`config.mk`:
```
export PLATFORM = sky130hd
export DESIGN_NAME = ntps_interfaces
export DESIGN_NICKNAME = d
export VERILOG_FILES = /design/src/source/ntps_pkg.sv /design/src/source/reg_bus_fabric.sv /design/src/source/network_path_regs.sv /design/src/source/ntp_clock_select.sv /design/src/source/ntps_interfaces.sv
export SDC_FILE = /design/constraint.sdc
export NUM_CORES = 2
export LEC_CHECK = 0
export BUFFER_PORTS_ARGS = -buffer_cell sky130_fd_sc_hd__buf_2
export CAP_MARGIN = 40
export CORE_AREA = 4 4 609 611
export CTS_CLUSTER_DIAMETER = 150
export CTS_CLUSTER_SIZE = 40
export DETAILED_ROUTE_END_ITERATION = 10
export DIE_AREA = 0 0 613 615
export PLACE_DENSITY = 0.41
export SETUP_SLACK_MARGIN = 0.5
export SYNTH_ARGS = -nofsm -noshare
export SYNTH_HDL_FRONTEND = slang
export SYNTH_SLANG_ARGS = --single-unit
```
`constraint.sdc`:
```
create_clock -name clk156 -period 2.75 [get_ports clk156]
set_input_delay 0.1375 -clock clk156 [delete_from_list [all_inputs] [get_ports clk156]]
set_output_delay 0.1375 -clock clk156 [all_outputs]
set_load 0.02 [all_outputs]
```
`src/source/ntps_pkg.sv`:
```
// NTP server register side: shared bus, register and time types

package ntps_pkg;

  // ----------------------------------------
  // Basic words
  // ----------------------------------------
  typedef logic [31:0] reg_word_t;

  // NTP timestamp, seconds in the upper word
  typedef struct packed {
    logic [31:0] seconds;
    logic [31:0] fraction;
  } ntp_time_t;

  // ----------------------------------------
  // Bus slot map
  // ----------------------------------------
  typedef enum logic [3:0] {
    SLOT_NTPA    = 4'd0,
    SLOT_NTPB    = 4'd1,
    SLOT_ETHLITE = 4'd2,
    SLOT_NP0     = 4'd3,
    SLOT_NP1     = 4'd4,
    SLOT_NP2     = 4'd5,
    SLOT_NP3     = 4'd6,
    SLOT_PVT     = 4'd7,
    SLOT_KEY0    = 4'd8,
    SLOT_KEY1    = 4'd9,
    SLOT_KEY2    = 4'd10,
    SLOT_KEY3    = 4'd11
  } slot_e;

  // Word offsets inside a network-path slot
  typedef enum logic [5:0] {
    NP_GEN_CONFIG = 6'd0,
    NP_NTP_CONFIG = 6'd1,
    NP_ROOT_DELAY = 6'd2,
    NP_ROOT_DISP  = 6'd3,
    NP_REF_ID     = 6'd4,
    NP_REF_TS_HI  = 6'd5,
    NP_REF_TS_LO  = 6'd6,
    NP_RX_OFS     = 6'd7,
    NP_TX_OFS     = 6'd8,
    NP_PP_STATUS  = 6'd9,
    NP_SYNC_OK    = 6'd10
  } np_reg_e;

  // Build info slot
  typedef enum logic [5:0] {
    PVT_BUILD_INFO = 6'd0,
    PVT_GIT_HASH   = 6'd1
  } pvt_reg_e;

  // ----------------------------------------
  // Field positions
  // ----------------------------------------
  localparam int GEN_CLK_SEL_BIT = 24;
  localparam int SYNC_OK_BIT     = 0;

  // ----------------------------------------
  // Bus request and response
  // ----------------------------------------
  typedef struct packed {
    logic      cs;
    logic      we;
    slot_e     slot;
    logic [5:0] offset;
    reg_word_t wdata;
  } reg_req_t;

  typedef struct packed {
    logic      valid;
    reg_word_t rdata;
  } reg_rsp_t;

  // Writable registers of one port, as seen by the packet processor
  typedef struct packed {
    reg_word_t gen_config;
    reg_word_t ntp_config;
    reg_word_t root_delay;
    reg_word_t root_disp;
    reg_word_t ref_id;
    ntp_time_t ref_ts;
    reg_word_t rx_ofs;
    reg_word_t tx_ofs;
  } port_cfg_t;

  // One NTP time source
  typedef struct packed {
    ntp_time_t ntp_time;
    logic      upd;
    logic      sync_ok;
  } ntp_src_t;

endpackage

```
`src/source/reg_bus_fabric.sv`:
```
// Register bus fabric: slot decode, build info slot and registered response
`timescale 1ns/1ps

module reg_bus_fabric #(
  parameter int          NUM_PORTS  = 4,
  parameter logic [31:0] BUILD_INFO = 32'h0,
  parameter logic [31:0] GIT_HASH   = 32'h0
) (
  input  logic                clk156,
  input  logic                rst_n,
  input  ntps_pkg::reg_req_t  reg_req,
  output logic [NUM_PORTS-1:0] port_sel,
  input  ntps_pkg::reg_word_t port_rdata [NUM_PORTS],
  output ntps_pkg::reg_rsp_t  reg_rsp
);

  import ntps_pkg::*;

  logic [NUM_PORTS-1:0] port_hit;
  reg_word_t            rd_word;
  reg_rsp_t             rsp_q;

  // ----------------------------------------
  // Slot decode
  // ----------------------------------------
  // Network-path ports sit on consecutive slots from SLOT_NP0
  for (genvar i = 0; i < NUM_PORTS; i++) begin : g_port_dec
    localparam logic [3:0] PORT_SLOT = 4'(SLOT_NP0) + 4'(i);

    assign port_hit[i] = (reg_req.slot == slot_e'(PORT_SLOT));
    assign port_sel[i] = reg_req.cs && port_hit[i];
  end

  // ----------------------------------------
  // Read source mux
  // ----------------------------------------
  always_comb begin
    rd_word = '0;
    if (reg_req.slot == SLOT_PVT) begin
      case (reg_req.offset)
        PVT_BUILD_INFO: rd_word = BUILD_INFO;
        PVT_GIT_HASH:   rd_word = GIT_HASH;
        default:        rd_word = '0;
      endcase
    end else begin
      // Clock, Ethernet-lite and key slots are not populated and stay zero
      for (int i = 0; i < NUM_PORTS; i++) begin
        if (port_hit[i]) begin
          rd_word = port_rdata[i];
        end
      end
    end
  end

  // ----------------------------------------
  // Response register
  // ----------------------------------------
  always_ff @(posedge clk156) begin
    if (!rst_n) begin
      rsp_q <= '0;
    end else begin
      rsp_q.valid <= reg_req.cs;
      // Writes answer with a zero word
      rsp_q.rdata <= (reg_req.cs && !reg_req.we) ? rd_word : '0;
    end
  end

  assign reg_rsp = rsp_q;

  // One response for every request, one cycle later
  a_rsp_follows_req : assert property (
    @(posedge clk156) disable iff (!rst_n)
    reg_rsp.valid == $past(reg_req.cs && rst_n)
  ) else $error("reg_bus_fabric: response valid does not match previous request");

endmodule

```
`src/source/network_path_regs.sv`:
```
// Network-path register bank: one port's NTP config and status words
`timescale 1ns/1ps

module network_path_regs (
  input  logic                clk156,
  input  logic                rst_n,
  input  logic                sel,
  input  ntps_pkg::reg_req_t  reg_req,
  input  ntps_pkg::reg_word_t pp_status,
  input  logic                ntp_sync_ok,
  output ntps_pkg::reg_word_t rdata,
  output ntps_pkg::port_cfg_t cfg
);

  import ntps_pkg::*;

  port_cfg_t cfg_q;
  logic      wr_en;

  // Bank is only written while the fabric selects it
  assign wr_en = sel && reg_req.we;

  // ----------------------------------------
  // Write decode
  // ----------------------------------------
  always_ff @(posedge clk156) begin
    if (!rst_n) begin
      cfg_q <= '0;
    end else if (wr_en) begin
      case (reg_req.offset)
        NP_GEN_CONFIG: begin
          cfg_q.gen_config <= reg_req.wdata;
        end
        NP_NTP_CONFIG: begin
          cfg_q.ntp_config <= reg_req.wdata;
        end
        NP_ROOT_DELAY: begin
          cfg_q.root_delay <= reg_req.wdata;
        end
        NP_ROOT_DISP: begin
          cfg_q.root_disp <= reg_req.wdata;
        end
        NP_REF_ID: begin
          cfg_q.ref_id <= reg_req.wdata;
        end
        // Reference timestamp is split over two words
        NP_REF_TS_HI: begin
          cfg_q.ref_ts.seconds <= reg_req.wdata;
        end
        NP_REF_TS_LO: begin
          cfg_q.ref_ts.fraction <= reg_req.wdata;
        end
        NP_RX_OFS: begin
          cfg_q.rx_ofs <= reg_req.wdata;
        end
        NP_TX_OFS: begin
          cfg_q.tx_ofs <= reg_req.wdata;
        end
        default: begin
          // Status words and holes are read only
        end
      endcase
    end
  end

  // ----------------------------------------
  // Read decode
  // ----------------------------------------
  always_comb begin
    rdata = '0;
    case (reg_req.offset)
      NP_GEN_CONFIG: rdata = cfg_q.gen_config;
      NP_NTP_CONFIG: rdata = cfg_q.ntp_config;
      NP_ROOT_DELAY: rdata = cfg_q.root_delay;
      NP_ROOT_DISP:  rdata = cfg_q.root_disp;
      NP_REF_ID:     rdata = cfg_q.ref_id;
      NP_REF_TS_HI:  rdata = cfg_q.ref_ts.seconds;
      NP_REF_TS_LO:  rdata = cfg_q.ref_ts.fraction;
      NP_RX_OFS:     rdata = cfg_q.rx_ofs;
      NP_TX_OFS:     rdata = cfg_q.tx_ofs;
      NP_PP_STATUS:  rdata = pp_status;
      NP_SYNC_OK:    rdata[SYNC_OK_BIT] = ntp_sync_ok;
      default:       rdata = '0;
    endcase
  end

  assign cfg = cfg_q;

  // Config seen by the packet processor moves only on a host write
  a_cfg_needs_write : assert property (
    @(posedge clk156) disable iff (!rst_n)
    ($past(rst_n) && !$past(wr_en)) |-> $stable(cfg)
  ) else $error("network_path_regs: cfg changed without a write");

endmodule

```
`src/source/ntp_clock_select.sv`:
```
// NTP clock select: picks time source A or B and registers it for all ports
`timescale 1ns/1ps

module ntp_clock_select (
  input  logic               clk156,
  input  logic               rst_n,
  input  logic               sel_b,
  input  ntps_pkg::ntp_src_t ntp_a,
  input  ntps_pkg::ntp_src_t ntp_b,
  output ntps_pkg::ntp_src_t ntp_out
);

  import ntps_pkg::*;

  ntp_src_t src_sel;
  ntp_src_t out_q;

  // ----------------------------------------
  // Source mux
  // ----------------------------------------
  // Time, update pulse and sync flag switch together
  always_comb begin
    if (sel_b) begin
      src_sel = ntp_b;
    end else begin
      src_sel = ntp_a;
    end
  end

  // ----------------------------------------
  // Output register
  // ----------------------------------------
  always_ff @(posedge clk156) begin
    if (!rst_n) begin
      out_q <= '0;
    end else begin
      out_q <= src_sel;
    end
  end

  assign ntp_out = out_q;

  // No update pulse on the output unless the chosen source pulsed
  a_upd_from_selected : assert property (
    @(posedge clk156) disable iff (!rst_n)
    ntp_out.upd |-> $past(sel_b ? ntp_b.upd : ntp_a.upd)
  ) else $error("ntp_clock_select: update pulse not from selected source");

endmodule

```
`src/source/ntps_interfaces.sv`:
```
// NTP server interfaces top: register fabric, port register banks, clock select
`timescale 1ns/1ps

module ntps_interfaces #(
  parameter int          NUM_PORTS  = 4,
  parameter logic [31:0] BUILD_INFO = 32'h0,
  parameter logic [31:0] GIT_HASH   = 32'h0
) (
  input  logic                clk156,
  input  logic                rst_n,

  // Host register bus
  input  ntps_pkg::reg_req_t  reg_req,
  output ntps_pkg::reg_rsp_t  reg_rsp,

  // Packet processor side, one entry per port
  input  ntps_pkg::reg_word_t pp_status [NUM_PORTS],
  output ntps_pkg::port_cfg_t port_cfg  [NUM_PORTS],

  // NTP time sources and selected time
  input  ntps_pkg::ntp_src_t  ntp_a,
  input  ntps_pkg::ntp_src_t  ntp_b,
  output ntps_pkg::ntp_src_t  ntp_out
);

  import ntps_pkg::*;

  logic [NUM_PORTS-1:0] port_sel;
  reg_word_t            port_rdata [NUM_PORTS];

  // ----------------------------------------
  // Register bus fabric
  // ----------------------------------------
  reg_bus_fabric #(
    .NUM_PORTS  (NUM_PORTS),
    .BUILD_INFO (BUILD_INFO),
    .GIT_HASH   (GIT_HASH)
  ) u_fabric (
    .clk156     (clk156),
    .rst_n      (rst_n),
    .reg_req    (reg_req),
    .port_sel   (port_sel),
    .port_rdata (port_rdata),
    .reg_rsp    (reg_rsp)
  );

  // ----------------------------------------
  // Per-port register banks
  // ----------------------------------------
  for (genvar i = 0; i < NUM_PORTS; i++) begin : g_np
    network_path_regs u_np_regs (
      .clk156      (clk156),
      .rst_n       (rst_n),
      .sel         (port_sel[i]),
      .reg_req     (reg_req),
      .pp_status   (pp_status[i]),
      .ntp_sync_ok (ntp_out.sync_ok),
      .rdata       (port_rdata[i]),
      .cfg         (port_cfg[i])
    );
  end

  // ----------------------------------------
  // Common NTP clock select
  // ----------------------------------------
  // Port 0 general config owns the source choice for every port
  ntp_clock_select u_clk_sel (
    .clk156  (clk156),
    .rst_n   (rst_n),
    .sel_b   (port_cfg[0].gen_config[GEN_CLK_SEL_BIT]),
    .ntp_a   (ntp_a),
    .ntp_b   (ntp_b),
    .ntp_out (ntp_out)
  );

endmodule

```
==> results_dict.tcl <==
set metrics [dict create \
    timing.rr.start "g_np[2].u_np_regs.cfg[39]" \
    min_to "u_fabric.reg_rsp[13]" \
    finalClockSkew_ns 0.112 \
    syn_to_final_growth_pct 39.6 \
    path_clk_slew_ns 0.17 \
    timing.rr.end "u_fabric.reg_rsp[7]" \
    clkSinkCount 1251 \
    worst_pin_slew_ns 0.987 \
    fillers 40500 \
    num_vias 61400 \
    synthTopCellsByArea "dfxtp_1 (45%), nand2_1 (17%), a21boi_0 (14%)" \
    place_hpwl_um 419000 \
    startpoint "g_np[2].u_np_regs.cfg[39]" \
    p_per_area_nw_per_um2 428 \
    grt_max_degree 175 \
    crit_type "reg2reg" \
    port_buffers 1556 \
    viasPerCell 4.63 \
    synth-compound-area-share 0.225 \
    antenna_found_initial 140 \
    cts-buffers-inserted 49 \
    drv_cap 0 \
    routabilityCongestion 0.938 \
    finalNetCount 8660 \
    ys_seq_elements 1251 \
    grt_first_pass_wirelength_um 657000 \
    cts_tree "built" \
    drt-pass1-iter-count 9 \
    seq_area_frac_synth 0.448 \
    final_hold_viol_count 0 \
    ff2ff_setup_slack_ns 0.21 \
    timing.fmax_mhz 394 \
    muxShareOfSynthArea 0.0868 \
    htree_levels 2 \
    avgSynthCellArea_um2 8.37 \
    die_x_um 613 \
    wirelength_um 526000 \
    clk_latency_ns 0.83 \
    synth.distinct_cells 70 \
    die_h_um 615 \
    slew_headroom 0.342 \
    required_ns 3.39 \
    hold_path_class "in2reg" \
    yosys_warnings 0 \
    root_buffer "clkbuf_16" \
    synth_top_family_by_area "compound AO/OA/AOI/OAI gates" \
    stdcell_area_um2 78000 \
    crit_fanout 2 \
    cellLeakagePower_nw 29.6 \
    start_util 0.153 \
    synth_area_leader_cell "dfxtp_1" \
    start_kind "register" \
    peakVddDrop_uv 506 \
    synth-simple-area-share 0.191 \
    hold_start "pp_status[13]" \
    fp.coreArea_um2 365000 \
    synth-adder-area-share 0 \
    synth_top_cells_by_count "nand2_1 (2,460), dfxtp_1 (1,251), a21boi_0 (1,009), clkbuf_1 (496), mux2i_1 (256)" \
    grt_pass1_vias 56400 \
    setup_tns_ns 0 \
    drt_iter0_drc 7560 \
    route.detailed.drc 0 \
    async_reset_ff_frac 0 \
    io_pins 1557 \
    grt_usage 0.265 \
    synth_flop_cell "dfxtp_1" \
    ant_nets 0 \
    clk_path_buf_depth 3 \
    synth_xor_area_frac 0 \
    ff2ff_path_depth 6 \
    grt_overflow 0 \
    synthMostInstantiatedCell "nand2_1" \
    num_rows 222 \
    min_period_over_period 0.923 \
    synth_nets 6979 \
    finalSetupViolCount 0 \
    netlist.area_leader.share 0.448 \
    drive_gt1_frac 0.292 \
    dieArea_um2 377000 \
    crit_arrival_ns 3.18 \
    slew_violations 0 \
    rsz0062_at_grt "yes" \
    end_kind "register" \
    hold_depth 5 \
    wl_per_cell_um 39.6 \
    synth_area_um2 55900 \
    synthCells 6673 \
    period_needed_ns 2.54 \
    status "finished, final reports clean" \
    dpl-instance-area_um2 73800 \
    synth-edff-count 0 \
]
-- cell type report --
cell class | count | area [µm²] | area share
clock buffer | 51 | 1250 | 0.0161
clock inverter | 26 | 544 | 0.00698
sequential | 1251 | 25100 | 0.321
tap | 4816 | 6030 | 0.0772
multi-input combinational | 4758 | 28800 | 0.369
timing repair buffer | 2290 | 16200 | 0.207
inverter | 4 | 15.0 | 0.000192
antenna | 69 | 173 | 0.00221
-- what timing repair did --
action                                  in CTS  in global routing
hold buffers                               198                  0
hold endpoints to repair                   916                  0
pin swaps                                    7                  9
endpoints found under the setup margin      16                 16
setup buffers                                4                  0
resized for setup                           28                 31
cloned                                       1                  0
-- critical path, stage by stage (launching register included) --
cell and delay (ns):
dfxtp_2 0.35, mux4_2 0.62, a222oi_1 0.49, a31oi_2 0.25, buf_12 0.20, o211ai_1 0.25
a221oi_1 0.19
-- state kept, by name (all words and copies together), names as in the netlist --
name,flops
u_clk_sel.ntp_out,66
u_fabric.reg_rsp,33
g_np.u_np_regs.cfg,1152
-- worst max path at each step --
stage | cells after the start | endpoint
5_1_grt | 6 | u_fabric.reg_rsp[7]
2_1_floorplan | 8 | u_fabric.reg_rsp[0]
3_5_place_dp | 11 | u_fabric.reg_rsp[25]
4_1_cts | 6 | u_fabric.reg_rsp[7]
3_3_place_gp | 9 | u_fabric.reg_rsp[14]
6_report | 6 | u_fabric.reg_rsp[7]
-- where the power goes --
part           internal, mW  leakage, nW  switching [mW]
sequential             18.2         10.1          0.0223
clock                  3.72        0.840            7.92
combinational          1.25         18.6            2.29
-- through the flow --
stage | setup WS (ns) | hold WS [ns] | total power, mW | cells | utilization
CTS | 0.247 | 0.000635 | 33.7 | 13200 | 0.213
global route | 0.236 | 0.0430 | 34.2 | 13200 | 0.214
global placement | -0.734 | 0.400 | 21.8 | 12900 | 0.201
floorplan | 0.548 | 0.276 | 19.8 | 6673 | -
detailed placement | -0.737 | 0.403 | 21.8 | 12900 | 0.202
finish | 0.211 | 0.0501 | 33.4 | 13300 | 0.214
-- cells in the final DEF, fill, tap and decap left out, types with 64 or more instances in the layout --
| cell | count |
|---|---|
| buf_2 | 1529 |
| nand2_1 | 2430 |
| mux4_2 | 82 |
| buf_12 | 166 |
| dfxtp_1 | 1233 |
| mux2i_1 | 255 |
| nor2b_1 | 64 |
| a21boi_0 | 1009 |
| diode_2 | 69 |
| dlygate4sd3_1 | 198 |
| a221oi_1 | 80 |
| a22oi_1 | 68 |
| a21boi_1 | 143 |
| buf_4 | 377 |
-- logic make-up after synthesis --
kind of cell / Yosys count
and+or+nand+nor: 2718
muxes: 377
buffers and inverters: 664
DFF: 1251
AOI/OAI and AO/OA: 1663
-- routing by layer --
layer	global-route usage	share of wire
met5	0	0.00068
met2	0.413	0.44
met1	0.310	0.38
met3	0.0881	0.098
met4	0.174	0.082
Power figures use the tool's default switching activity.
